## src/hw/bram_mbank_config.svh

```systemverilog
`ifndef BRAM_MBANK_CONFIG_SVH
`define BRAM_MBANK_CONFIG_SVH

// base sizes of the memory subsystem
`define BRAM_IN_WIDTH   32   // host word width
`define BRAM_OUT_WIDTH  16   // bank word width, one data item
`define BRAM_BANKS      4    // must be a power of two
`define BRAM_OUT_DEPTH  256  // entries per bank

// items packed in a host word, lsb item first
`define BRAM_WORD_DATA  (`BRAM_IN_WIDTH / `BRAM_OUT_WIDTH)

// one strobe bit per byte
`define BRAM_IN_WE      (`BRAM_IN_WIDTH / 8)
`define BRAM_OUT_WE     (`BRAM_OUT_WIDTH / 8)

// address widths
`define BRAM_OUT_ADDR   $clog2(`BRAM_OUT_DEPTH)
`define BRAM_BANK_BITS  $clog2(`BRAM_BANKS)
`define BRAM_INJ_BITS   $clog2(`BRAM_WORD_DATA)  // item index appended below host addr
`define BRAM_IN_ADDR    ($clog2(`BRAM_BANKS * `BRAM_OUT_DEPTH) - `BRAM_INJ_BITS)

// flow control
`define BRAM_REQ_DEPTH   4  // request fifo entries = sender credits after reset
`define BRAM_RSP_CREDITS 2  // response credits held by the controller after reset

`endif
```

## src/hw/bram_bank_pkg.sv

```systemverilog
`default_nettype none

// bank side view: narrow bank ports and read steering info
package bram_bank_pkg;

  `include "bram_mbank_config.svh"

  // one bank data item
  typedef logic [`BRAM_OUT_WIDTH-1:0] bank_word_t;

  // port of one narrow bank
  typedef struct packed {
    logic                       en;
    logic [`BRAM_OUT_WE-1:0]    we;      // byte enables of the routed item
    logic [`BRAM_OUT_ADDR-1:0]  addr;
    logic [`BRAM_OUT_WIDTH-1:0] wrdata;
  } bank_port_t;

  // captured on a read, used one cycle later to steer bank data back
  typedef struct packed {
    logic                                            valid;     // read data due this cycle
    logic [`BRAM_WORD_DATA-1:0][`BRAM_BANK_BITS-1:0] bank_sel;  // source bank per item
  } bank_rret_t;

endpackage

`default_nettype wire

```

## src/hw/bram_bank.sv

```systemverilog
`timescale 1ns/10ps
`default_nettype none

`include "bram_mbank_config.svh"

// one single-port bank, byte writable, read-first with registered output
module bram_bank
  import bram_bank_pkg::*;
(
  input  logic       clk_i,
  input  bank_port_t bank_i,
  output bank_word_t rdata_o
);

  localparam int DEPTH  = `BRAM_OUT_DEPTH;
  localparam int OUT_WE = `BRAM_OUT_WE;

  bank_word_t mem [DEPTH];  // contents undefined until written

  // read data is the old contents on a write to the same entry
  always_ff @(posedge clk_i) begin
    if (bank_i.en) begin
      rdata_o <= mem[bank_i.addr];
    end
  end

  // per-byte write, each lane independent
  always_ff @(posedge clk_i) begin
    if (bank_i.en) begin
      for (int b = 0; b < OUT_WE; b++) begin
        if (bank_i.we[b]) begin
          mem[bank_i.addr][b*8 +: 8] <= bank_i.wrdata[b*8 +: 8];
        end
      end
    end
  end

endmodule

`default_nettype wire

```

## config.mk

```make
export PLATFORM = sky130hd
export DESIGN_NAME = bram_bank
export DESIGN_NICKNAME = d
export VERILOG_FILES = /design/src/hw/bram_bank_pkg.sv /design/src/hw/bram_bank.sv
export VERILOG_INCLUDE_DIRS = /design/src /design/src/hw
export SDC_FILE = /design/constraint.sdc
export NUM_CORES = 2
export LEC_CHECK = 0
export BUFFER_PORTS_ARGS = -buffer_cell sky130_fd_sc_hd__buf_2
export CORE_MARGIN = 5
export CORE_UTILIZATION = 50
export CTS_BUF_LIST = sky130_fd_sc_hd__clkbuf_8
export DETAILED_ROUTE_END_ITERATION = 8
export PLACE_DENSITY = 0.65
export SETUP_SLACK_MARGIN = 0.02
export SLEW_MARGIN = 20
export SYNTH_ARGS = -nofsm -noshare
export SYNTH_HDL_FRONTEND = slang
export SYNTH_SLANG_ARGS = --single-unit
```

## constraint.sdc

```tcl
create_clock -name clk_i -period 5.23 [get_ports clk_i]
set_clock_uncertainty 0.15 [all_clocks]
set_input_delay 0 -clock clk_i [delete_from_list [all_inputs] [get_ports clk_i]]
set_output_delay 0 -clock clk_i [all_outputs]
set_load 0.005 [all_outputs]
```

# After elaboration in Yosys (flattened, before gate mapping)
# Memory sizes are Yosys's and may differ from the RTL's. A register that Yosys moved wholly into a read port is not among the register bits.
# Index checks and enable logic that the tools add are counted.
# word_totals
in_bits	28
rom_bits	0
word_cells	7
output_inout_bits	16
ramBits	4096
latch_bits	0
mem_count	1
reg_bits	0
# mem_list
name	depth	width	rd	rd_ports_with_merged_regs	wr	line	source
mem	256	16	1	1	1	bram_bank.sv:18	bank_word_t mem [DEPTH];
# op_classes
bitwise_logic	0
shifts	0
multipliers	0
muxes	6
div_mod_pow	0
order_cmp	0
eq_ne	0
n_reduce_logical	0
n_addsub	0
# ops
op	n
1-bit two-way mux	6

# Logic depth before layout (Yosys ltp)
# logic_depth
word_depth	3
ltp_mapped	9
mapped_depth_nobuf	5

# Worst setup path before layout
# No wires, ideal clock.
# synth_timing
kind	in2reg
startpoint	input port bank_i[17] in the netlist's numbering
endpoint	memory mem[176][10] in the netlist's numbering, enable pin
required_ps	4710
path_stages	8
slack_ps	2871
path_buffers	5
t_arrival_ps	1839
setup_ps	370
path_cell_list	buf_2 buf_2 buf_2 buf_2 nor2_1 nand3_1 clkbuf_1 nor2_1
# synth_rtl
item	line	source
start, declared	bram_bank.sv:11	input bank_port_t bank_i,
end, declared	bram_bank.sv:18	
# No word-level cell before the write port.

==> out/metrics.yaml <==
clock_tree:
  hold_buffers: 40
  cts_tree: "done"
  ctsLongestPathBuffers: 4
  htreeDepth: 6
  path_clk_slew_ns: 0.06
  post_cts_resized: 0
  clkLatencyLatePin_ns: 1.08
  clkSinkCount: 4112
  post_cts_buffers: 0
  cts_buffers: 638
  cts-root-buf: "clkbuf_8"
job:
  drv_cap: 0
setup_path:
  r2r_slack_ns: 1.60
  cp.arrival_ns: 4.36
  crit_path_max_fanout: 75
  crit_path_start_kind: "input port"
  path_class: "in -> reg"
  end_kind: "register"
  cp.required_ns: 5.87
synth:
  netlist_area_um2: 157000
  synthesis.instances: 7036
  ys_warn_count: 0
  yosys.area.top_type: "edfxtp_1"
  synth_top_area_share_pct: 78.7
  ys_ff_latch: 4112
  syn_nets: 7064
  synth_area_leaders: "edfxtp_1 (79%), mux4_2 (15%), a22oi_1 (2.5%)"
  ys_seq_area_share_pct: 78.7
  synth_cell_types: 20
  syn_area_per_cell_um2: 22.3
timing:
  slew_violations: 0
  fin_crit_ns: 3.71
  post-route-period-util_pct: 71.0
  hold_ws_ns: 0.000929
  rsz0062_at_grt: "no"
  finalHoldViolCount: 0
  worst-slew-pin-transition_ns: 1.37
  setup_tns_ns: 0
  setup_viol: 0
  timing.final.ws_setup_ns: 1.52
  slew_headroom_pct: 8.89
  fmax_ghz: 0.269
grt:
  busiest_layer: "met2"
  globalRouteMet1Util_pct: 34.4
  grt_pass1_vias: 78000
  grt_max_degree: 213
  met3_usage_pct: 4.88
  grt_overflow: 0
  use_met2_pct: 36.2
  grt_pass1_wl_mm: 555
  antenna_found_initial: 25
  grt_usage_pct: 23.4
cells_and_area:
  synthToLayoutAreaGrowth_pct: 11.3
  most-common-layout-cells: "edfxtp_1 (4112), mux4_2 (1024), clkbuf_8 (658), nor2_1 (513), a22oi_1 (512)"
  fin_util_pct: 55.9
  final_area_um2: 175000
  nets: 7550
  layout_commonest_cell: "edfxtp_1"
  drive_gt1_share_pct: 26.3
pwr:
  pwr_density_cell_nw_per_um2: 364
  p_leak_nw: 53.5
  ir_drop_v: 0.000182
die:
  coreArea_um2: 312000
  start_util_pct: 50.2
  pin_count: 44
  die_w_um: 570
  rows: 205
  die_height_um: 570
  die_area_um2: 325000
routing:
  drt-pass1-iter-count: 6
  num_vias: 76200
  drc_errors: 0
  vias_per_cell: 6.27
  postRouteAntennaNets: 0
  wire_per_inst_um: 31.5
  drt_iter0_drc: 9660
  finalWirelength_mm: 383
placement:
  place_congestion: 0.813
  dp_slack_ns: 0.973
  io_buffers: 43
  placed_cell_area_um2: 163000
  dp_hpwl_mm: 219
status:
  run_status: "complete, no violations"
min_path:
  hp-class: "in -> reg"
area by class of cell:
class	count	area, um^2
clock buffers	649	8930
clock inverters	465	2260
multi-input cells	2468	31500
fillers	22800	138000
well taps	4140	5180
diodes	20	50.0
flip-flops and latches	4112	123000
repair buffers	302	3170
final timing paths:
| path | depth (start not counted) | start | end |
|---|---|---|---|
| min reg2reg | 5 | mem[115][4]$_DFFE_PP_ | rdata_o[4]$_DFFE_PP_ |
| min | 2 | bank_i[7] | mem[175][7]$_DFFE_PP_ |
| max | 11 | bank_i[19] | rdata_o[1]$_DFFE_PP_ |
| max reg2reg | 7 | mem[174][1]$_DFFE_PP_ | rdata_o[1]$_DFFE_PP_ |
registers in the layout, summed over array words and instances (netlist names):
name     count
rdata_o     16
mem       4096
critical path, stage by stage:
cell	delay, ns
dlygate4sd3_1	0.61
buf_2	0.20
and2_4	0.31
dlygate4sd3_1	0.78
buf_12	0.27
a22oi_1	0.31
a21oi_1	0.17
o41ai_1	0.76
buf_4	0.27
nand4_1	0.08
dlygate4sd3_1	0.56
Yosys cell counts (all sizes together):
cell,n
nor2b,8
and2,4
nand4,24
nor2,516
nand2b,2
nand2,25
edfxtp,4112
buf,185
nand3,32
a22oi,512
a21oi,256
mux4,1024
clkbuf,271
or2,1
o41ai,64
per-layer routing:
| metal | share of wire, % | vias up |
|---|---|---|
| met5 | 0.015 | - |
| met4 | 2.6 | 8 |
| met3 | 9.8 | 635 |
| met2 | 48 | 4173 |
| met1 | 40 | 40300 |
| li1 | - | 31100 |
kinds of logic (layout without fill, tap and decap cells):
family	Yosys count	in the layout	synth area share [%]
other	0	20	0
buffers and inverters	456	1416	1.35
AND/OR/NAND/NOR	612	612	1.55
flip-flops	4112	4112	78.7
multiplexers	1024	1024	14.7
AO/OA/AOI/OAI	832	832	3.67
report_power, final:
part	internal [mW]	switching, mW	total [mW]
sequential	36.3	0.0372	36.4
combinational	1.05	1.98	3.03
clock	11.9	12.3	24.2
stage by stage:
stage	total power [mW]	cells
floorplan	38.6	7036
global placement	40.0	11000
detailed placement	40.0	11000
CTS	63.9	12100
global route	65.7	12200
finish	63.6	12200
(Power assumes the default switching activity.)
