**config.mk**
```make
export PLATFORM = sky130hd
export DESIGN_NAME = bram_req_ctrl
export DESIGN_NICKNAME = d
export VERILOG_FILES = /design/src/hw/bram_host_pkg.sv /design/src/hw/bram_req_ctrl.sv
export VERILOG_INCLUDE_DIRS = /design/src /design/src/hw
export SDC_FILE = /design/constraint.sdc
export NUM_CORES = 1
export LEC_CHECK = 0
export BUFFER_PORTS_ARGS = -buffer_cell sky130_fd_sc_hd__buf_4
export CORE_ASPECT_RATIO = 0.8
export CORE_UTILIZATION = 25
export DETAILED_ROUTE_END_ITERATION = 10
export GPL_TIMING_DRIVEN = 0
export PLACE_DENSITY = 0.44
export SYNTH_ARGS = -nofsm -noshare
export SYNTH_HDL_FRONTEND = slang
export SYNTH_SLANG_ARGS = --single-unit
```
**constraint.sdc**
```tcl
create_clock -name clk_i -period 2.3 [get_ports clk_i]
set_input_delay 0.23 -clock clk_i [delete_from_list [all_inputs] [get_ports clk_i]]
set_output_delay 0.23 -clock clk_i [all_outputs]
set_load 0.1 [all_outputs]
```
**src/hw/bram_mbank_config.svh**
```systemverilog
`ifndef BRAM_MBANK_CONFIG_SVH
`define BRAM_MBANK_CONFIG_SVH

// base sizes of the memory subsystem
`define BRAM_IN_WIDTH   32   // host word width
`define BRAM_OUT_WIDTH  16   // bank word width, one data item
`define BRAM_BANKS      4    // must be a power of two
`define BRAM_OUT_DEPTH  256  // entries per bank

// items packed in a host word, lsb item first
`define BRAM_WORD_DATA  (`BRAM_IN_WIDTH / `BRAM_OUT_WIDTH)

// one strobe bit per byte
`define BRAM_IN_WE      (`BRAM_IN_WIDTH / 8)
`define BRAM_OUT_WE     (`BRAM_OUT_WIDTH / 8)

// address widths
`define BRAM_OUT_ADDR   $clog2(`BRAM_OUT_DEPTH)
`define BRAM_BANK_BITS  $clog2(`BRAM_BANKS)
`define BRAM_INJ_BITS   $clog2(`BRAM_WORD_DATA)  // item index appended below host addr
`define BRAM_IN_ADDR    ($clog2(`BRAM_BANKS * `BRAM_OUT_DEPTH) - `BRAM_INJ_BITS)

// flow control
`define BRAM_REQ_DEPTH   4  // request fifo entries = sender credits after reset
`define BRAM_RSP_CREDITS 2  // response credits held by the controller after reset

`endif
```
**src/hw/bram_host_pkg.sv**
```systemverilog
`default_nettype none

// host side view: request and response channels and the wide memory port
package bram_host_pkg;

  `include "bram_mbank_config.svh"

  // request opcode
  typedef enum logic {
    OP_READ  = 1'b0,
    OP_WRITE = 1'b1
  } bram_op_e;

  // one request beat, 46 bits
  typedef struct packed {
    bram_op_e                  op;
    logic [`BRAM_IN_ADDR-1:0]  addr;   // host word address
    logic [`BRAM_IN_WIDTH-1:0] wdata;
    logic [`BRAM_IN_WE-1:0]    wstrb;  // byte strobes, ignored for reads
  } bram_req_t;

  // one read response word, 41 bits
  typedef struct packed {
    logic [`BRAM_IN_ADDR-1:0]  addr;
    logic [`BRAM_IN_WIDTH-1:0] rdata;
  } bram_rsp_t;

  // single wide port as a bram controller would drive it
  typedef struct packed {
    logic                      en;
    logic [`BRAM_IN_WE-1:0]    we;      // all zero means read
    logic [`BRAM_IN_ADDR-1:0]  addr;
    logic [`BRAM_IN_WIDTH-1:0] wrdata;
  } bram_port_t;

endpackage

`default_nettype wire

```
**src/hw/bram_req_ctrl.sv**
```systemverilog
`timescale 1ns/10ps
`default_nettype none

`include "bram_mbank_config.svh"

// queues host requests, issues one per cycle to the memory port,
// tracks reads in flight and returns responses in order
module bram_req_ctrl
  import bram_host_pkg::*;
(
  input  logic                      clk_i,
  input  logic                      rst_n_i,
  input  logic                      req_valid_i,
  input  bram_req_t                 req_i,
  input  logic                      rsp_credit_i,
  input  logic [`BRAM_IN_WIDTH-1:0] port_rdata_i,
  output logic                      req_credit_o,
  output bram_port_t                port_o,
  output logic                      rsp_valid_o,
  output bram_rsp_t                 rsp_o
);

  localparam int DEPTH = `BRAM_REQ_DEPTH;
  localparam int PTR_W = $clog2(DEPTH);
  localparam int CNT_W = $clog2(DEPTH + 1);
  localparam int CRD_W = $clog2(`BRAM_RSP_CREDITS + 1);

  bram_req_t                fifo_q [DEPTH];  // request storage
  logic [PTR_W-1:0]         wr_ptr_q;
  logic [PTR_W-1:0]         rd_ptr_q;
  logic [CNT_W-1:0]         count_q;
  logic [CRD_W-1:0]         rsp_crd_q;       // credits held minus reads in flight
  bram_req_t                head;
  logic                     push;
  logic                     head_valid;
  logic                     head_rd;
  logic                     issue;
  logic                     issue_rd;
  logic                     s1_valid_q;      // read issued last cycle
  logic [`BRAM_IN_ADDR-1:0] s1_addr_q;

  // sender holds a credit per free slot, full check is only a guard
  assign push       = req_valid_i && (count_q != CNT_W'(DEPTH));
  assign head       = fifo_q[rd_ptr_q];
  assign head_valid = (count_q != '0);
  assign head_rd    = (head.op == OP_READ);

  // writes go whenever queued, reads need a free response slot
  assign issue    = head_valid && (!head_rd || (rsp_crd_q != '0));
  assign issue_rd = issue && head_rd;

  assign req_credit_o = issue;  // a slot frees on issue

  // drive the wide port straight from the head entry
  always_comb begin
    port_o        = '0;
    port_o.en     = issue;
    port_o.addr   = head.addr;
    port_o.wrdata = head.wdata;
    if (!head_rd) begin
      port_o.we = head.wstrb;
    end
  end

  always_ff @(posedge clk_i) begin
    if (push) begin
      fifo_q[wr_ptr_q] <= req_i;
    end
  end

  // queue pointers and fill level
  always_ff @(posedge clk_i or negedge rst_n_i) begin
    if (!rst_n_i) begin
      wr_ptr_q <= '0;
      rd_ptr_q <= '0;
      count_q  <= '0;
    end else begin
      if (push) wr_ptr_q <= wr_ptr_q + 1'b1;  // depth is a power of two, wraps
      if (issue) rd_ptr_q <= rd_ptr_q + 1'b1;
      case ({push, issue})
        2'b10:   count_q <= count_q + 1'b1;
        2'b01:   count_q <= count_q - 1'b1;
        default: count_q <= count_q;
      endcase
    end
  end

  // response credits, spent on read issue and given back by the consumer
  always_ff @(posedge clk_i or negedge rst_n_i) begin
    if (!rst_n_i) begin
      rsp_crd_q <= CRD_W'(`BRAM_RSP_CREDITS);
    end else begin
      case ({issue_rd, rsp_credit_i})
        2'b10:   rsp_crd_q <= rsp_crd_q - 1'b1;
        2'b01:   rsp_crd_q <= rsp_crd_q + 1'b1;
        default: rsp_crd_q <= rsp_crd_q;
      endcase
    end
  end

  // read pipeline: issue, bank data, response
  always_ff @(posedge clk_i or negedge rst_n_i) begin
    if (!rst_n_i) begin
      s1_valid_q  <= 1'b0;
      rsp_valid_o <= 1'b0;
    end else begin
      s1_valid_q  <= issue_rd;
      rsp_valid_o <= s1_valid_q;  // two cycles after issue
    end
  end

  always_ff @(posedge clk_i) begin
    if (issue_rd) begin
      s1_addr_q <= head.addr;
    end
    if (s1_valid_q) begin
      rsp_o.addr  <= s1_addr_q;
      rsp_o.rdata <= port_rdata_i;  // word steered back by the translator
    end
  end

endmodule

`default_nettype wire

```
### Word-level counts from Yosys, hierarchy flattened

Memories as Yosys holds them, arrays and structs flattened.
Cells that the tools add are included.

* $add $sub $neg: 6
* bitwise gates (word level): 1
* equal/unequal tests: 5
* muxes and demuxes: 5
* reduce and logical (&&, ||, !) cells: 8

Operator list (number)
* adder 2 x 1 -> 2 bit (second input constant): 3
* case mux 3 bit (2 select lines): 1
* nonzero test 2 bit: 3
* == test 2 x 1 -> 1 bit (second input constant): 2
* == test 2 bit (second input constant): 2
* two-way mux 4 bit: 1
* case mux 2 bit (2 select lines): 1
* adder 3 x 1 -> 3 bit (second input constant): 1
* logical AND 1 bit: 3
* inequality test 3 bit (second input constant): 1
* nonzero test 3 bit: 1
* subtractor 3 x 1 -> 3 bit (second input constant): 1
* two-way mux 1 bit: 2
* subtractor 2 x 1 -> 2 bit (second input constant): 1
* logical OR 1 bit: 1
* inverter 1 bit: 1

* bits in writable memories: 184
* memories kept: 1
* logic and storage cells: 35
* flip-flop bits (word level): 61
* bits of input ports: 82
* output and inout port bits: 89

Memory list
* fifo_q: words 4, width 46, read ports 1, clocked after Yosys merged registers in 0, write ports 1, line bram_req_ctrl.sv:28 `bram_req_t fifo_q [DEPTH];`

### Longest topological paths before layout

Gate-level depths: netlist (run 1).

* depth after elaboration: 6
* gate-level depth with buffers: 9
* depth with buffers taken out: 8

### Least setup slack after synthesis (run 1)

Ideal clock, no wire load.

* kind: reg-to-reg
* start point: reg rsp_crd_q[1]
* end point: reg count_q[1]
* required time: 2.175 ns
* data arrival time: 4.128 ns
* path slack: -1.953 ns
* library setup time: 0.125 ns
* buffers on the path: 0
* stages on the path, launching flop included: 7
* period minus slack after synthesis: 4.253 ns
* cell sequence: dfstp_2 > or2_2 > o21ai_0 > o21ai_0 > ha_1 > fa_1 > mux2_2

* cells in the longest elaborated chain, start to end: 5
* elaborated cells on any way between the ends: 7
* those cells by class: eq/ne (2); mux (1); reduce/logical (4)

Ends and longest elaborated chain
* from (decl): line bram_req_ctrl.sv:32 `logic [CRD_W-1:0] rsp_crd_q;`
* from (signal assigned): line bram_req_ctrl.sv:91 `` rsp_crd_q <= CRD_W'(`BRAM_RSP_CREDITS); ``
* from (signal assigned): line bram_req_ctrl.sv:94 `2'b10: rsp_crd_q <= rsp_crd_q - 1'b1;`
* from (signal assigned): line bram_req_ctrl.sv:95 `2'b01: rsp_crd_q <= rsp_crd_q + 1'b1;`
* nonzero test 2 bit (*): line bram_req_ctrl.sv:49 `assign issue = head_valid && (!head_rd || (rsp_crd_q != '0));`
* logical OR 1 bit (*): line bram_req_ctrl.sv:49
* logical AND 1 bit (*): line bram_req_ctrl.sv:49
* via req_credit_o: line bram_req_ctrl.sv:17 `output logic req_credit_o,`
* == test 2 x 1 -> 1 bit or == test 2 bit (tied branches): line bram_req_ctrl.sv:80 `case ({push, issue})`
* case mux 3 bit (2 select lines) or nonzero test 2 bit (tied branches)
* to (signal assigned): line bram_req_ctrl.sv:81 `2'b10: count_q <= count_q + 1'b1;`
* to (signal assigned): line bram_req_ctrl.sv:82 `2'b01: count_q <= count_q - 1'b1;`
* to (signal assigned): line bram_req_ctrl.sv:83 `default: count_q <= count_q;`
* to (decl): line bram_req_ctrl.sv:31 `logic [CNT_W-1:0] count_q;`

The timed path passes the listed nets; every way through them passes the cells marked *.
A chain may end at the register's enable or synchronous reset.

==> metrics.txt, run 1 <==
status=finished clean; final wirelength=19400 um; Hold Slack=0.0400 ns; post-DP HPWL=roughly 11000 um; nets@finish=between 700 and 800; Worst-path clk slew=~0.060 ns; initial antenna violation count=1; cell row count=60; Port Buffers=170; Synth Area in XOR/XNOR=0.00800; adder-cell share of the synthesized area=0.0109; DRT Pass-1 Iters=4; total of max-cap violations=0; die area=35800 um2; Die H=around 170 um; ANT nets after route=0; Cell Chain, Critical Path=buf_12 > buf_12 > mux4_2 > buf_8; ys flop type=edfxtp_1; Synth Cell Area=roughly 8800 um2; count leader, synth=edfxtp_1; worst-path fanout max=10; largest net degree at the start of global routing=between 40 and 50; post-synthesis mux area share=0.123; Synth Area in Simple Gates=0.00971; EDFF count, synth=roughly 230; Worst Tran Pin Value=about 0.94 ns; final max-slew violation count=0; setup violators final=0; WP data arrival=2.06 ns; crit path max-delay cell type=mux4_2; CP required=2.07 ns; cell mode on critical path=buf_12; fillers=3212; Slew headroom=0.373; compound-cell area share of the yosys netlist=0.00428; Mean Syn Cell Area=between 20 and 30 um2; Commonest cells post-synth=edfxtp_1 (234), mux4_2 (45), dfrtp_1 (10), buf_2 (7), ha_1 (6); total global-route track usage=0.107; CTS tree=done; crit path from=rd_ptr_q[0]$_DFFE_PN0P_; sequential area share after synthesis=0.833; core box area=between 30000 and 40000 um2; Layout Area Growth over Synthesis=43.3%; htree depth=1; worst skew pair latency=about 0.53 ns; Overflow after GRT=0; GP Congestion=approximately 0.68; Synth cell types=25; Routed WL per cell=17.5 um; period utilization=0.995; critical path type=reg -> out; CTS buffer count=27; fin crit period=2.29 ns; Final Hold Viols=0; RSZ-0062 raised after global routing=true; post-synthesis async set-or-reset flop share=0.0449; DRC Markers=0; FMAX=437 MHz; Clock Tree Root=clkbuf_16; Starting Density=0.257; vias in the first global route=roughly 4.8k; Synth area leader=edfxtp_1; layout cells sized above 1=0.443; clock skew=0.00726 ns; post-synthesis cell count=about 350; element type at the critical path start=register; 1st-iter DRT viols=153; Die Span X=between 200 and 250 um; r2r startpoint=rd_ptr_q[1]$_DFFE_PN0P_; largest family of logic cells by synthesized area=multiplexers; share of Yosys cell area claimed by the top area cell type=0.802; Vias/cell=about 4.0; clock buffer depth=3; Min-Delay Path Class=in -> reg; hold_sp=rsp_credit_i; YS warnings=0; critical path endpoint category=output port; first-pass GRT wire length=between 20000 and 30000 um; Ports=between 150 and 200; CTS sink count=roughly 250; via count=between 4k and 5k; Synth Register Bits=around 250; top post-synthesis cells by area=edfxtp_1 (80%), mux4_2 (12%), dfrtp_1 (2.9%); syn nets=between 400 and 500; CP peak stage delay=between 0.5 and 0.6 ns
through the flow:
stage	worst slack (ns)	instances	setup TNS (ns)	area, um2	utilization
floorplan	-0.0866	345	-0.0866	8820	-
global placement	-0.269	980	-48.19	10700	0.313
detailed placement	0.0844	980	0	10700	0.313
CTS	-0.0486	1108	-0.338	12500	0.366
global route	-0.0709	1111	-0.701	12600	0.368
finish	0.0113	1111	0	12600	0.368
metal layers:
metal | part of all wire | vias up | wire length [um] | global-route usage
met4 | 0.026 | 0 | 503 | 0.0284
met2 | 0.47 | 153 | 9080 | 0.180
met5 | 0 | - | 0 | 0
met3 | 0.065 | 34 | 1270 | 0.0329
li1 | - | 2005 | - | -
met1 | 0.44 | 2231 | 8590 | 0.133
kinds of logic after synthesis:
| family | Yosys count |
|---|---|
| mux | 50 |
| compound gates | 5 |
| xor+xnor | 8 |
| simple gates | 15 |
| buf+inv | 15 |
| fa+ha+maj | 7 |
| flops | 245 |
critical path: cells and delay by family (launching register included):
family / cells / cell delay, ns
mux: 1 / 0.56
buf+inv: 3 / 0.53
flops: 1 / 0.42
placed cells by master, fill, tap and decap left out, types with 2 or more instances in the layout:
master,instances
buf_8,4
nor2b_2,3
dfrtp_1,8
edfxtp_1,234
xnor2_1,5
nor2_1,3
mux4_2,45
dfrtp_2,2
buf_12,8
bufinv_16,2
mux2_2,4
ha_1,5
clkinv_1,11
and2_4,4
clkinv_2,3
inv_1,3
clkbuf_1,4
clkbuf_16,28
dlygate4sd3_1,79
xor2_1,3
buf_6,21
buf_4,151
what timing repair did:
action	in CTS	in global routing
resized for setup	47	10
buffers inserted	2	1
hold buffers	79	0
cloned	0	1
pin swaps	0	1
hold endpoints to repair	227	0
setup endpoints to repair	44	207
registers in the layout (all words and copies together), names as in the netlist:
register / count
rsp_crd_q: 2
s1_addr_q: 9
wr_ptr_q: 2
count_q: 3
s1_valid_q: 1
rd_ptr_q: 2
rsp_valid_o: 1
fifo_q: 184
rsp_o: 41
path summary, 6_finish.rpt:
| check | slack [ns] | to | depth (start not counted) |
|---|---|---|---|
| min in group asynchronous | 0.07 | count_q[1]$_DFFE_PN0P_ | 2 |
| setup / recovery | 0.01 | port_o[11] | 4 |
| max in group asynchronous | 1.99 | rsp_crd_q[1]$_DFFE_PN1P_ | 2 |
| setup reg to reg | 0.12 | count_q[2]$_DFFE_PN0P_ | 8 |
| hold / removal | 0.04 | rsp_crd_q[0]$_DFFE_PN0P_ | 3 |
| hold reg to reg | 0.42 | rsp_o[35]$_DFFE_PP_ | 0 |
area by class of cell:
| class | instances | area, um2 | share of cell area |
|---|---|---|---|
| clock inverter | 16 | 116 | 0.00927 |
| multi-input combinational | 85 | 1440 | 0.115 |
| inverter | 4 | 15.0 | 0.00120 |
| timing repair buffer | 253 | 2270 | 0.181 |
| clock buffer | 31 | 691 | 0.0550 |
| tap | 465 | 582 | 0.0463 |
| buffer | 11 | 131 | 0.0105 |
| antenna | 1 | 2.50 | 0.000199 |
| sequential | 245 | 7310 | 0.582 |
Power of run 1 is left out: the tool's default activity adds up to more than one toggle a clock period on the data nets, which glitch-free logic cannot reach.
==> inputs of run 2 (changes only) <==
PLACE_DENSITY = not set   (was 0.44)
PLACE_DENSITY_LB_ADDON = 0.1   (was not set)
==> metrics.txt, run 2 (same netlist as run 1, synthesis figures left out) <==
status=finished clean; clock buffer depth=3; area of the multi-input gates=roughly 1500 um2; element type at the critical path start=register; most common cell after layout, fill and taps aside=edfxtp_1; core box area=34100 um2; ANT nets after route=0; Port Buffers=170; Die H=169 um; total global-route track usage=0.107; 1st-iter DRT viols=~140; post-layout util=0.369; Die Span X=211 um; final max-slew violation count=0; commonest cells after routing, fill and taps aside=edfxtp_1 (234), buf_4 (154), dlygate4sd3_1 (79), mux4_2 (45), clkbuf_16 (27); Hold Slack=approximately 0.039 ns; Slew headroom=0.379; CTS tree=done; Clock Tree Root=clkbuf_16; Largest Register=fifo_q; Layout Area Growth over Synthesis=43.6%; CTS buffer count=27; Final Hold Viols=0; total of max-cap violations=0; Worst-path clk slew=roughly 0.060 ns; crit path max-delay cell type=mux4_2; max FFs per register=approximately 180; Ports=between 150 and 200; DRT Pass-1 Iters=4; Vias/cell=approximately 4; final wirelength=19000 um; htree depth=1; CP required=2.07 ns; post-DP HPWL=11200 um; period utilization=0.996; CP delay by family, top=multiplexers; Storage cell area=7310 um2; worst-path fanout max=10; CP peak stage delay=around 0.55 ns; WP data arrival=between 2 and 2.5 ns; CTS sink count=between 200 and 250; worst skew pair latency=roughly 0.54 ns; Min-Delay Path Class=in -> reg; Starting Density=0.257; critical path type=reg -> out; Finished Layout Cells=1116; Cell Chain, Critical Path=buf_12 > buf_12 > mux4_2 > buf_8; placed insts=between 900 and 1k; n_diodes=0; fin crit period=~2.3 ns; via count=~4.4k; Routed WL per cell=approximately 17 um; fillers=about 3.2k; Largest regs=fifo_q x184, rsp_o x41, s1_addr_q x9; Buf/Inv on CP=3; critical path endpoint category=output port; RSZ-0062 raised after global routing=true; clock skew=0.0154 ns; cell mode on critical path=buf_12; Overflow after GRT=0; die area=approximately 36000 um2; DRC Markers=0; FMAX=436 MHz; cell row count=60; initial antenna violation count=0; largest net degree at the start of global routing=47; GP Congestion=about 0.67; setup violators final=0; nets@finish=~700; Worst Tran Pin Value=about 0.93 ns; first-pass GRT wire length=around 28000 um; layout cells sized above 1=0.450; vias in the first global route=between 4k and 5k
-- run 2: layout make-up --
cell class,count,area share
Timing Repair Buffer,257,0.181
Clock inverter,14,0.00736
Tap cell,465,0.0462
Sequential cell,245,0.581
Buffer,11,0.0113
Clock buffer,35,0.0561
Inverter,4,0.00119
Multi-Input combinational cell,85,0.116
-- run 2: final timing paths --
kind	startpoint	end	slack (ns)	cells past startpoint
worst max-delay path	rd_ptr_q[0]$_DFFE_PN0P_	port_o[6]	0.009	4
worst min-delay path	rsp_credit_i	rsp_crd_q[0]$_DFFE_PN0P_	0.04	3
worst max register to register	rd_ptr_q[0]$_DFFE_PN0P_	s1_addr_q[0]$_DFFE_PP_	0.18	6
worst min register to register	s1_addr_q[3]$_DFFE_PP_	rsp_o[35]$_DFFE_PP_	0.42	0
max in group asynchronous	rst_n_i	rsp_crd_q[1]$_DFFE_PN1P_	1.99	2
min in group asynchronous	rst_n_i	wr_ptr_q[1]$_DFFE_PN0P_	0.08	2
-- run 2: through the flow --
step	setup TNS, ns	setup slack, ns	cell area (um2)
after floorplan	-0.0866	-0.0866	8820
after global placement	-57.65	-0.323	10700
after detailed placement	0	0.0688	10700
after CTS	-1.34	-0.0855	12500
after global routing	-1.74	-0.0941	12600
final	0	0.00875	12600
-- run 2: worst register-to-register path, cell delays in order, from the launching register on --
cell,delay (ns)
dfrtp_2,0.46
buf_12,0.17
buf_4,0.13
inv_2,0.07
mux2i_4,0.24
buf_12,0.16
and3_1,0.51
-- run 2: per-layer routing --
layer,share of wire,wire length (um),global-route usage
met3,0.068,1290,0.0352
met4,0.017,329,0.0296
met2,0.49,9360,0.179
met5,0,0,0
met1,0.42,8060,0.132
-- run 2: timing repair --
item | in CTS | in global routing
pin swaps | 1 | 0
buffers inserted | 2 | 6
hold buffers | 79 | 0
hold endpoints to repair | 227 | 0
endpoints found under the setup margin | 46 | 229
gates resized for setup | 50 | 13
cloned | 0 | 0
Power of run 2 is left out for the same reason.
