--- src/hw/bram_mbank_config.svh ---
`ifndef BRAM_MBANK_CONFIG_SVH
`define BRAM_MBANK_CONFIG_SVH

// base sizes of the memory subsystem
`define BRAM_IN_WIDTH   32   // host word width
`define BRAM_OUT_WIDTH  16   // bank word width, one data item
`define BRAM_BANKS      4    // must be a power of two
`define BRAM_OUT_DEPTH  256  // entries per bank

// items packed in a host word, lsb item first
`define BRAM_WORD_DATA  (`BRAM_IN_WIDTH / `BRAM_OUT_WIDTH)

// one strobe bit per byte
`define BRAM_IN_WE      (`BRAM_IN_WIDTH / 8)
`define BRAM_OUT_WE     (`BRAM_OUT_WIDTH / 8)

// address widths
`define BRAM_OUT_ADDR   $clog2(`BRAM_OUT_DEPTH)
`define BRAM_BANK_BITS  $clog2(`BRAM_BANKS)
`define BRAM_INJ_BITS   $clog2(`BRAM_WORD_DATA)  // item index appended below host addr
`define BRAM_IN_ADDR    ($clog2(`BRAM_BANKS * `BRAM_OUT_DEPTH) - `BRAM_INJ_BITS)

// flow control
`define BRAM_REQ_DEPTH   4  // request fifo entries = sender credits after reset
`define BRAM_RSP_CREDITS 2  // response credits held by the controller after reset

`endif
--- src/hw/bram_bank_pkg.sv ---
`default_nettype none

// bank side view: narrow bank ports and read steering info
package bram_bank_pkg;

  `include "bram_mbank_config.svh"

  // one bank data item
  typedef logic [`BRAM_OUT_WIDTH-1:0] bank_word_t;

  // port of one narrow bank
  typedef struct packed {
    logic                       en;
    logic [`BRAM_OUT_WE-1:0]    we;      // byte enables of the routed item
    logic [`BRAM_OUT_ADDR-1:0]  addr;
    logic [`BRAM_OUT_WIDTH-1:0] wrdata;
  } bank_port_t;

  // captured on a read, used one cycle later to steer bank data back
  typedef struct packed {
    logic                                            valid;     // read data due this cycle
    logic [`BRAM_WORD_DATA-1:0][`BRAM_BANK_BITS-1:0] bank_sel;  // source bank per item
  } bank_rret_t;

endpackage

`default_nettype wire

--- src/hw/bram_host_pkg.sv ---
`default_nettype none

// host side view: request and response channels and the wide memory port
package bram_host_pkg;

  `include "bram_mbank_config.svh"

  // request opcode
  typedef enum logic {
    OP_READ  = 1'b0,
    OP_WRITE = 1'b1
  } bram_op_e;

  // one request beat, 46 bits
  typedef struct packed {
    bram_op_e                  op;
    logic [`BRAM_IN_ADDR-1:0]  addr;   // host word address
    logic [`BRAM_IN_WIDTH-1:0] wdata;
    logic [`BRAM_IN_WE-1:0]    wstrb;  // byte strobes, ignored for reads
  } bram_req_t;

  // one read response word, 41 bits
  typedef struct packed {
    logic [`BRAM_IN_ADDR-1:0]  addr;
    logic [`BRAM_IN_WIDTH-1:0] rdata;
  } bram_rsp_t;

  // single wide port as a bram controller would drive it
  typedef struct packed {
    logic                      en;
    logic [`BRAM_IN_WE-1:0]    we;      // all zero means read
    logic [`BRAM_IN_ADDR-1:0]  addr;
    logic [`BRAM_IN_WIDTH-1:0] wrdata;
  } bram_port_t;

endpackage

`default_nettype wire

--- src/hw/bram_intrf_translator.sv ---
`timescale 1ns/10ps
`default_nettype none

`include "bram_mbank_config.svh"

// splits the wide memory port into per-bank ports and rebuilds the read word
module bram_intrf_translator
  import bram_host_pkg::*;
  import bram_bank_pkg::*;
(
  input  logic                      clk_i,
  input  logic                      rst_n_i,
  input  bram_port_t                port_i,
  input  bank_word_t                bank_rdata_i [`BRAM_BANKS],
  output bank_port_t                bank_o [`BRAM_BANKS],
  output logic [`BRAM_IN_WIDTH-1:0] port_rdata_o
);

  localparam int WORD_DATA = `BRAM_WORD_DATA;
  localparam int BANKS     = `BRAM_BANKS;
  localparam int BANK_BITS = `BRAM_BANK_BITS;
  localparam int INJ       = `BRAM_INJ_BITS;
  localparam int OUT_ADDR  = `BRAM_OUT_ADDR;
  localparam int OUT_WIDTH = `BRAM_OUT_WIDTH;
  localparam int OUT_WE    = `BRAM_OUT_WE;
  localparam int ITRL_ADDR = `BRAM_IN_ADDR + `BRAM_INJ_BITS;  // item level address

  logic [ITRL_ADDR-1:0]                itrl_addr [WORD_DATA];  // {host addr, item index}
  logic [WORD_DATA-1:0][BANK_BITS-1:0] target;                 // bank hit by each item
  logic [BANKS-1:0]                    en_reduct;              // banks hit by any item
  logic [BANKS-1:0]                    bank_en;
  bank_rret_t                          ret_q;                  // steering for returning data

  function automatic logic [BANKS-1:0] bin_to_onehot(input logic [BANK_BITS-1:0] bin);
    bin_to_onehot      = '0;
    bin_to_onehot[bin] = 1'b1;
  endfunction

  // item addresses: consecutive items land in consecutive banks
  always_comb begin
    en_reduct = '0;
    for (int j = 0; j < WORD_DATA; j++) begin
      itrl_addr[j] = {port_i.addr, INJ'(j)};
      target[j]    = itrl_addr[j][BANK_BITS-1:0];       // low bits pick the bank
      en_reduct    = en_reduct | bin_to_onehot(target[j]);
    end
  end

  assign bank_en = port_i.en ? en_reduct : '0;

  // route each item's data, strobes and bank address to its bank
  always_comb begin
    for (int b = 0; b < BANKS; b++) begin
      bank_o[b]    = '0;
      bank_o[b].en = bank_en[b];
      for (int j = 0; j < WORD_DATA; j++) begin
        if (target[j] == BANK_BITS'(b)) begin
          bank_o[b].we     = port_i.we[j*OUT_WE +: OUT_WE];
          bank_o[b].addr   = itrl_addr[j][BANK_BITS +: OUT_ADDR];
          bank_o[b].wrdata = port_i.wrdata[j*OUT_WIDTH +: OUT_WIDTH];
        end
      end
    end
  end

  // banks answer one cycle late, so keep the item-to-bank map of the read
  always_ff @(posedge clk_i or negedge rst_n_i) begin
    if (!rst_n_i) begin
      ret_q <= '0;
    end else begin
      ret_q.valid <= port_i.en & ~|port_i.we;
      if (port_i.en && port_i.we == '0) begin
        ret_q.bank_sel <= target;                        // only a read moves the map
      end
    end
  end

  // rebuild the word, item 0 in the lsbs
  always_comb begin
    for (int j = 0; j < WORD_DATA; j++) begin
      port_rdata_o[j*OUT_WIDTH +: OUT_WIDTH] =
        ret_q.valid ? bank_rdata_i[ret_q.bank_sel[j]] : '0;
    end
  end

endmodule

`default_nettype wire

--- config.mk ---
export PLATFORM = sky130hd
export DESIGN_NAME = bram_intrf_translator
export DESIGN_NICKNAME = d
export VERILOG_FILES = /design/src/hw/bram_bank_pkg.sv /design/src/hw/bram_host_pkg.sv /design/src/hw/bram_intrf_translator.sv
export VERILOG_INCLUDE_DIRS = /design/src /design/src/hw
export SDC_FILE = /design/constraint.sdc
export NUM_CORES = 1
export LEC_CHECK = 0
export ABC_CLOCK_PERIOD_IN_PS = 1400
export BUFFER_PORTS_ARGS = -buffer_cell sky130_fd_sc_hd__buf_2
export CAP_MARGIN = 15
export CELL_PAD_IN_SITES_DETAIL_PLACEMENT = 0
export CELL_PAD_IN_SITES_GLOBAL_PLACEMENT = 1
export CORE_AREA = 5 5 105 107
export DETAILED_ROUTE_END_ITERATION = 12
export DIE_AREA = 0 0 110 112
export PLACE_DENSITY_LB_ADDON = 0.12
export SYNTH_ARGS = -nofsm -noshare
export SYNTH_HDL_FRONTEND = slang
export SYNTH_SLANG_ARGS = --single-unit
export TNS_END_PERCENT = 100
--- constraint.sdc ---
create_clock -name clk_i -period 1.4 [get_ports clk_i]
set_input_delay 0.21 -clock clk_i [delete_from_list [all_inputs] [get_ports clk_i]]
set_output_delay 0.21 -clock clk_i [all_outputs]
set_load 0.01 [all_outputs]
# Word level (Yosys, flattened, before mapping)
# Cells that the tools add are included.
[word_totals]
inputBits = 112
out_inout_bits = 140
wordCells = 39
register_bits = 4
[op_classes]
n_lt_le_gt_ge = 6
reduce_logical = 8
bitwise_logic = 4
muxes = 18
[ops]
columns = ["operator", "count"]
rows = [
  ["26-bit 2-to-1 mux", 5],
  ["16-bit 2-to-1 mux", 6],
  ["16-bit binary-select mux with 2-bit select", 2],
  ["3-bit >= comparator, second input constant", 2],
  ["2-bit by 3-bit < comparator with 1-bit output, second input constant", 2],
  ["2-bit NOT with 3-bit output", 2],
  ["2-bit by 1-bit >= comparator with 1-bit output, second input constant", 2],
  ["2-bit logical NOT", 2],
  ["4-bit logical NOT", 1],
  ["4-bit 2-to-1 mux", 1],
  ["3-bit by 4-bit bitwise OR with 4-bit output", 1],
  ["4-bit OR reduction", 1],
  ["1-bit logical AND", 3],
  ["1-bit demux with 1-bit select", 2],
  ["1-bit 2-to-1 mux", 2],
  ["1-bit AND", 1],
  ["1-bit logical NOT", 1],
]

# Depth between registers and ports, before layout
# Gate-level depths: netlist of run 1.
[logic_depth]
word_depth = 6
ltp_mapped = 5
depth_no_buf = 3

# Least setup slack after synthesis of run 1
# Ideal clock, no wire load.
[synth_path]
path_type = "flip-flop to output port"
from = "register ret_q[3] (netlist name)"
to = "output port port_rdata_o[16]"
arrival_ns = 1.104
setup_slack_ns = 0.086
path_buffers = 3
required_ns = 1.190
stages_incl_launch_ff = 6
cell_sequence = "dfrtp_1 -> buf_6 -> buf_12 -> buf_12 -> mux2i_1 -> o2bb2ai_1"
[synth_between]
elab_chain_cells = 5
[synth_rtl]
columns = ["item", "line_no", "text"]
rows = [
  ["from (decl)", "bram_intrf_translator.sv:32", "bank_rret_t ret_q;"],
  ["2-bit NOT with 3-bit output (implied by the code)", "bram_intrf_translator.sv:82", "ret_q.valid ? bank_rdata_i[ret_q.bank_sel[j]] : '0;"],
  ["16-bit binary-select mux with 2-bit select", "bram_intrf_translator.sv:82", ""],
  ["16-bit 2-to-1 mux (implied by the code) (2 in series)", "bram_intrf_translator.sv:82", ""],
  ["16-bit 2-to-1 mux", "bram_intrf_translator.sv:82", ""],
  ["to (decl)", "bram_intrf_translator.sv:16", "output logic [`BRAM_IN_WIDTH-1:0] port_rdata_o"],
]
# No other way between the ends. The select of a mux whose other input is x is not followed.

# Final worst setup path of run 1
[layout_path]
from = "register ret_q[3] (netlist name)"
to = "output port port_rdata_o[28]"
# The elaborated chain is that of the path after synthesis.

==> results.env, run 1 <==
CTS_BUFFERS=3
FINALMAXSLEWVIOLATIONS=0
POSTLAYOUTSETUPSLACKWORST_PS=-217.0
POSTSYNTHAREAPERCELL_UM2=7.766
CORE_UM2=10050
REGISTERS.TOP_BY_FF_COUNT='ret_q'
SYNTH.TOP_CELL.AREA_SHARE_PCT=20.83
ROUTED_VIA_DENSITY=3.931
MAXCAPVIOLCOUNT=0
SYNTH.LIB_CELLS_USED.DISTINCT=17
DIE_W_UM=110
ANT_NETS=0
DETAIL_ROUTE.DRC_VIOLATIONS=0
GLOBAL_ROUTE.PEAK_USAGE_LAYER='met2'
R2R-END='ret_q[3]$_DFFE_PN0P_'
LARGEST_REGISTER_FFS=3
REGTOREGSETUPSLACK_PS=460
CRITPATHMAXFANOUT=8
PLACE.PORT_BUFFERS=251
POST-PLACE-CELLS=559
GRT.TOTAL_USAGE_PCT=10.79
CLASS_OF_THE_TIGHTEST_HOLD_OR_REMOVAL_CHECK='in2reg'
CRITICAL-PATH-MAX-STAGE-DELAY_PS=420
CTS.SINKS=3
RSZ0062_AT_GRT='yes'
DETAIL_ROUTE.ITER0.VIOLATIONS=68
NETLIST_TOP_CELLS_AREA='mux2i_1, nor2b_1, and2_1, o2bb2ai_1, buf_4'
R2R_START='ret_q[3]$_DFFE_PN0P_'
SYNTH-SIMPLE-AREA-SHARE_PCT=47.52
WORST_SKEW_PAIR.LATE_LATENCY_PS=210
SYNTH_WARNINGS=0
GLOBAL_ROUTE.USAGE.MET2_PCT=21.93
SYNTH_FP_NETS=310
GRT.MET3_USAGE_PCT=4.000
DIEAREA_UM2=12320
DETAIL_ROUTE.WL_PER_CELL_UM=13.40
CTS_TREE='yes'
YS_SEQ_ELEMENTS=3
HTREE_LEVELS=1
RUN_STATUS='complete, but fails checks'
WIRELENGTH_MM=7.569
SYNTH_CELLS=198
SYNTH_CELL_AREA_UM2=1538
FINALHOLDVIOLCOUNT=0
NUM_VIAS=2221
CRITPATHLAUNCH='ret_q[3]$_DFFE_PN0P_'
POST_SYNTH_XOR_AREA_FRACTION_PCT=0
CLOCK_TREE.BUFFER_DEPTH=2
WORSTSETUPENDPOINT='port_rdata_o[28]'
DIE_HEIGHT_UM=112
FINALCRITPERIODSHARE_PCT=115.5
PERIOD_MINUS_SLACK_PS=1617
VDD_IR_DROP_MAX_mV=0.2465
FAILED_CHECKS='setup timing'
P_LEAK_nW=1.717
REG.LARGEST.LIST='ret_q: 3 flops'
CRIT_PATH_START_KIND='register'
SETUP_VIOL=32
SYNTH_COMPOUND_AREA_SHARE_PCT=9.113
CRITICAL-PATH-SLOWEST-CELL='dfrtp_2'
POWERDENSITY_nW_PER_UM2=470.6
DRT_PASS1_ITERATIONS=4
FILLER_CELL_COUNT=1142
SYNTH_LARGEST_AREA_CELL='mux2i_1'
PIN_COUNT=252
WIRE_LENGTH_OF_THE_FIRST_GLOBAL_ROUTING_PASS_MM=10.71
PATH_CLASS='reg2out'
MAX_SLEW.WORST_PIN.SLEW_PS=237.3
SYNTH-SEQ-AREA-SHARE_PCT=4.882
PLACED_CELL_AREA_UM2=2839
TIMING.CRITICAL_PATH.CELLS='buf_4, mux2i_4, nor2b_2, o2bb2ai_1, buf_2'
USE_MET1_PCT=9.871
POST_ROUTE_CELLS_DRIVE_ABOVE_1_SHARE_PCT=66.20
ANTENNA_VIOLATIONS_BEFORE_REPAIR=0
CP-END-KIND='primary output'
TIMING.CRITICAL_PATH.ARRIVAL_PS=1410
WORSTREGTOREGCELLS=2
MAIN_COMBINATIONAL_CELL_FAMILY_BY_AREA_AFTER_SYNTHESIS='simple AND/OR/NAND/NOR gates'
LARGEST_NET_DEGREE_AT_THE_START_OF_GLOBAL_ROUTING=62
FLOORPLAN.INITIALDENSITY_PCT=15.31
GLOBAL_ROUTE.OVERFLOW_TOTAL=0
SYNTH_ADDER_AREA_SHARE_PCT=0
FMAX_MHz=618.4
FIN_SKEW_PS=0
CLK_ROOT_BUFFER_CELL='clkbuf_8'
FINAL_CELLS=565
SYNTH.MUX.AREA_FRACTION_PCT=21.56
RELSLEWSLACK_PCT=84.06
NUM_ROWS=37
DATA_REQUIRED_TIME_AT_THE_WORST_ENDPOINT_PS=1190
FIN_NETS=542
PLACE.DETAILED.HPWL_MM=6.539
PLACE_CONGESTION=0.6950
INSERTEDDIODECOUNT=0
VIA_COUNT_OF_THE_FIRST_GLOBAL_ROUTING_PASS=2325
CLKSLEWWORSTSETUPHOLDPATHS_PS=30
AREA.GROWTH.SYNTH_TO_FINAL_PCT=90.97
POST-ROUTE-CELL-AREA_UM2=2937
==> metal layers <==
layer  vias to the layer above  part of all wire, %
met5                         -                    0
met4                         0                 0.49
met3                         2                   15
met2                       155                   53
met1                       968                   32
li1                       1096                    -
==> cells in the mapped netlist (all sizes together) <==
library cell	instances
mux2	1
nor4	1
buf	23
o2bb2ai	16
or2	1
nor2b	61
nand2b	1
nand2	1
dfrtp	3
inv	1
clkbuf	12
and2	45
mux2i	32
==> timing repair <==
action	in CTS	in global routing
cloned	0	0
hold buffers	1	0
buffers inserted	0	1
resized for setup	3	3
hold endpoints to repair	3	0
setup endpoints to repair	32	32
pin swaps	2	1
==> worst max-delay path: cells and delay by family (launching register included) <==
| family | cells | cell delay, ps |
|---|---|---|
| simple gates | 1 | 120 |
| flops | 1 | 420 |
| buf+inv | 2 | 340 |
| compound gates | 1 | 110 |
| mux | 1 | 200 |
==> placed cells by master, fill, tap and decap left out <==
cell and instances:
nand2_1 1, nand2b_1 1, buf_4 5, nor2b_1 49
mux2_2 1, o2bb2ai_2 2, dlygate4sd3_1 1, buf_6 1
buf_12 5, and2_1 45, dfrtp_1 2, inv_1 1
o2bb2ai_1 14, nor2b_2 12, mux2i_2 1, dfrtp_2 1
mux2i_4 1, or2_2 1, nor4_4 1, clkbuf_8 3
mux2i_1 30, buf_2 250, clkbuf_1 1
==> how the worst min path moves through the flow <==
stage | start | end | slack (ps) | cells after the start
after CTS | port_i[44] | ret_q[4]$_DFF_PN0_ | 210 | 2
after detailed placement | rst_n_i | ret_q[4]$_DFF_PN0_ | 7 | 1
final | port_i[44] | ret_q[4]$_DFF_PN0_ | 210 | 2
after global placement | rst_n_i | ret_q[4]$_DFF_PN0_ | 8 | 1
after floorplan | rst_n_i | ret_q[2]$_DFFE_PN0P_ | -90 | 0
after global routing | port_i[44] | ret_q[4]$_DFF_PN0_ | 210 | 2
==> final cells by class <==
type	instances	area, um^2	share of cell area [%]
Timing Repair Buffer	262	1410	48.02
Multi-Input combinational cell	159	1231	41.93
Tap cell	136	170.2	5.795
Sequential cell	3	76.32	2.599
Clock buffer	4	45.04	1.534
Inverter	1	3.754	0.1278
==> through the flow <==
stage | setup TNS, ps | utilization [%] | setup slack (ps) | total power, W | hold WS (ps)
2_1_floorplan | 0 | - | 86.32 | 0.0007771 | -85.59
3_3_place_gp | -23.52 | 28.26 | -23.52 | 0.001134 | 7.697
3_5_place_dp | -21.53 | 28.26 | -21.53 | 0.001130 | 7.494
4_1_cts | -4046 | 28.97 | -231.1 | 0.001411 | 210.0
5_1_grt | -5969 | 29.23 | -281.1 | 0.001500 | 211.8
6_report | -3598 | 29.23 | -217.0 | 0.001382 | 211.6
==> logic make-up after synthesis <==
family | after synthesis
AND/OR/NAND/NOR | 110
flip-flops | 3
buffers and inverters | 36
multiplexers | 33
AO/OA/AOI/OAI | 16
==> power breakdown <==
group          leakage, nW  switching (W)  internal (W)
Clock               0.0228      0.0000516      0.000194
Combinational         1.66       0.000496      0.000526
Sequential          0.0352      0.0000130      0.000101
Total                 1.72       0.000561      0.000821
(Power assumes the default switching activity.)
==> run 2: changes to the inputs <==
--- a/config.mk
+++ b/config.mk
@@ -11,9 +11,9 @@
 export CAP_MARGIN = 15
 export CELL_PAD_IN_SITES_DETAIL_PLACEMENT = 0
 export CELL_PAD_IN_SITES_GLOBAL_PLACEMENT = 1
-export CORE_AREA = 5 5 105 107
+export CORE_AREA = 5 5 124 91
 export DETAILED_ROUTE_END_ITERATION = 12
-export DIE_AREA = 0 0 110 112
+export DIE_AREA = 0 0 129 96
 export PLACE_DENSITY_LB_ADDON = 0.12
 export SYNTH_ARGS = -nofsm -noshare
 export SYNTH_HDL_FRONTEND = slang
==> results.env, run 2 (same netlist as run 1, synthesis figures left out) <==
VIA_COUNT_OF_THE_FIRST_GLOBAL_ROUTING_PASS=2064
FLOORPLAN.INITIALDENSITY_PCT=15.37
REGISTERS.TOP_BY_FF_COUNT='ret_q'
MAX_SLEW.WORST_PIN.SLEW_PS=321.0
PLACE_CONGESTION=0.7504
ANT_NETS=0
POWER.TOTAL_W=0.001588
HTREE_LEVELS=1
LEADING_CELL_TYPE_IN_THE_LAYOUT_FILL_AND_TAPS_EXCLUDED='buf_2'
CTS.SINKS=3
FMAX_MHz=625.3
MOST-COMMON-LAYOUT-CELLS='buf_2, nor2b_1, and2_1'
REG.LARGEST.LIST='ret_q: 3 flops'
PLACE.PORT_BUFFERS=251
PIN_COUNT=252
DETAIL_ROUTE.DRC_VIOLATIONS=0
CTS_TREE='yes'
DIE_W_UM=129
FIN_SETUP_TNS_PS=-4059
CRITICAL-PATH-MAX-STAGE-DELAY_PS=410
FILLER_CELL_COUNT=1112
CP-END-KIND='primary output'
VDD_IR_DROP_MAX_mV=0.3058
MAXCAPVIOLCOUNT=0
WORST_SKEW_PAIR.LATE_LATENCY_PS=220
ROUTED_VIA_DENSITY=3.810
POWERDENSITY_nW_PER_UM2=537.6
DETAIL_ROUTE.WL_PER_CELL_UM=13.64
DRT_PASS1_ITERATIONS=4
CRITPATHMAXFANOUT=22
CORE_UM2=10010
ANTENNA_VIOLATIONS_BEFORE_REPAIR=0
GRT.TOTAL_USAGE_PCT=10.62
CLK_ROOT_BUFFER_CELL='clkbuf_16'
FIN_NETS=543
POST_ROUTE_CELLS_DRIVE_ABOVE_1_SHARE_PCT=65.58
NUM_ROWS=31
P_LEAK_nW=1.737
PLACE.DETAILED.HPWL_MM=6.719
RUN_STATUS='complete, but fails checks'
WIRELENGTH_MM=7.663
POSTLAYOUTSETUPSLACKWORST_PS=-199.2
DATA_REQUIRED_TIME_AT_THE_WORST_ENDPOINT_PS=1190
WIRE_LENGTH_OF_THE_FIRST_GLOBAL_ROUTING_PASS_MM=10.56
SETUP_VIOL=32
CLOCK_TREE.BUFFER_DEPTH=2
DETAIL_ROUTE.ITER0.VIOLATIONS=47
AREA.GROWTH.SYNTH_TO_FINAL_PCT=92.11
FINALCRITPERIODSHARE_PCT=114.2
CRIT_PATH_START_KIND='register'
LARGEST_NET_DEGREE_AT_THE_START_OF_GLOBAL_ROUTING=51
FIN_SKEW_PS=0
DIE_HEIGHT_UM=96
LARGEST_REGISTER_FFS=3
HOLDPATHSTAGES=2
RELSLEWSLACK_PCT=78.60
CLKSLEWWORSTSETUPHOLDPATHS_PS=30
GLOBAL_ROUTE.OVERFLOW_TOTAL=0
TIMING.CRITICAL_PATH.ARRIVAL_PS=1390
PERIOD_MINUS_SLACK_PS=1599
CRITICAL-PATH-SLOWEST-CELL='dfrtp_2'
CTS_BUFFERS=3
TIMING.CRITICAL_PATH.CELLS='buf_12, mux2i_1, nor2b_2, o2bb2ai_1, buf_2'
RSZ0062_AT_GRT='yes'
CLASS_OF_THE_TIGHTEST_HOLD_OR_REMOVAL_CHECK='in2reg'
FINALMAXSLEWVIOLATIONS=0
DIEAREA_UM2=12380
WORSTREGTOREGCELLS=2
NUM_VIAS=2141
INSERTEDDIODECOUNT=0
FAILED_CHECKS='setup timing'
FINALHOLDVIOLCOUNT=0
PATH_CLASS='reg2out'
## run 2: cell types whose count changed in the layout (fill, tap and decap cells not counted)
cell | previous run | this run
mux2i_4 | 1 | 0
buf_6 | 1 | 0
mux2i_1 | 30 | 31
o2bb2ai_2 | 2 | 0
buf_12 | 5 | 6
o2bb2ai_1 | 14 | 16
clkbuf_16 | 0 | 3
buf_2 | 250 | 251
clkbuf_8 | 3 | 0
## run 2: power breakdown
group,switching (W),internal (W),leakage [nW]
sequential,0.0000121,0.000101,0.0352
clock,0.0000759,0.000376,0.0382
combinational,0.000492,0.000532,1.66
total,0.000580,0.00101,1.74
## run 2: routing by layer
layer	track usage, %	vias up	part of all wire [%]	wire length, um
li1	-	1097	-	-
met1	11.31	952	34	2591
met2	21.85	88	58	4414
met3	2.274	4	7.9	609
met4	1.399	0	0.60	46
met5	0	-	0	0
## run 2: path summary, 6_finish.rpt
| check | from | slack [ps] | to |
|---|---|---|---|
| max in group asynchronous | rst_n_i | 970 | ret_q[3]$_DFFE_PN0P_ |
| min in group asynchronous | rst_n_i | 320 | ret_q[3]$_DFFE_PN0P_ |
| max | ret_q[3]$_DFFE_PN0P_ | -200 | port_rdata_o[30] |
| max reg2reg | ret_q[3]$_DFFE_PN0P_ | 430 | ret_q[3]$_DFFE_PN0P_ |
| min reg2reg | ret_q[2]$_DFFE_PN0P_ | 510 | ret_q[2]$_DFFE_PN0P_ |
| min | port_i[44] | 200 | ret_q[4]$_DFF_PN0_ |
## run 2: critical path: cells and delay by family (launching register included)
kind | cells | cell delay (ps)
buf+inv | 2 | 330
flops | 1 | 410
simple gates | 1 | 140
mux | 1 | 140
compound gates | 1 | 120
## run 2: metrics by stage
step                instance area [um^2]  std cells  util [%]  hold slack, ps  setup WS [ps]
finish                              2954        562     29.52           201.9         -199.2
global route                        2954        562     29.52           216.7         -271.4
CTS                                 2943        561     29.41           203.0         -208.2
detailed placement                  2854        556     28.52           11.69          28.32
global placement                    2854        556     28.52           13.11          38.43
floorplan                           1538        198         -          -85.59          86.32
## run 2: layout make-up
type / count / area (um^2) / share of cell area (%)
timing repair buffer: 263 / 1424 / 48.20
clock buffer: 4 / 78.83 / 2.668
inverter: 1 / 3.754 / 0.1271
multi-input combinational: 159 / 1206 / 40.83
sequential: 3 / 76.32 / 2.584
tap: 132 / 165.2 / 5.591
## run 2: timing repair
item                                    in CTS  in global routing
endpoints found under the setup margin      32                 32
endpoints found under the hold margin        3                  0
pin swaps                                    1                  1
hold buffers                                 1                  0
setup buffers                                0                  1
gates resized for setup                      0                  1
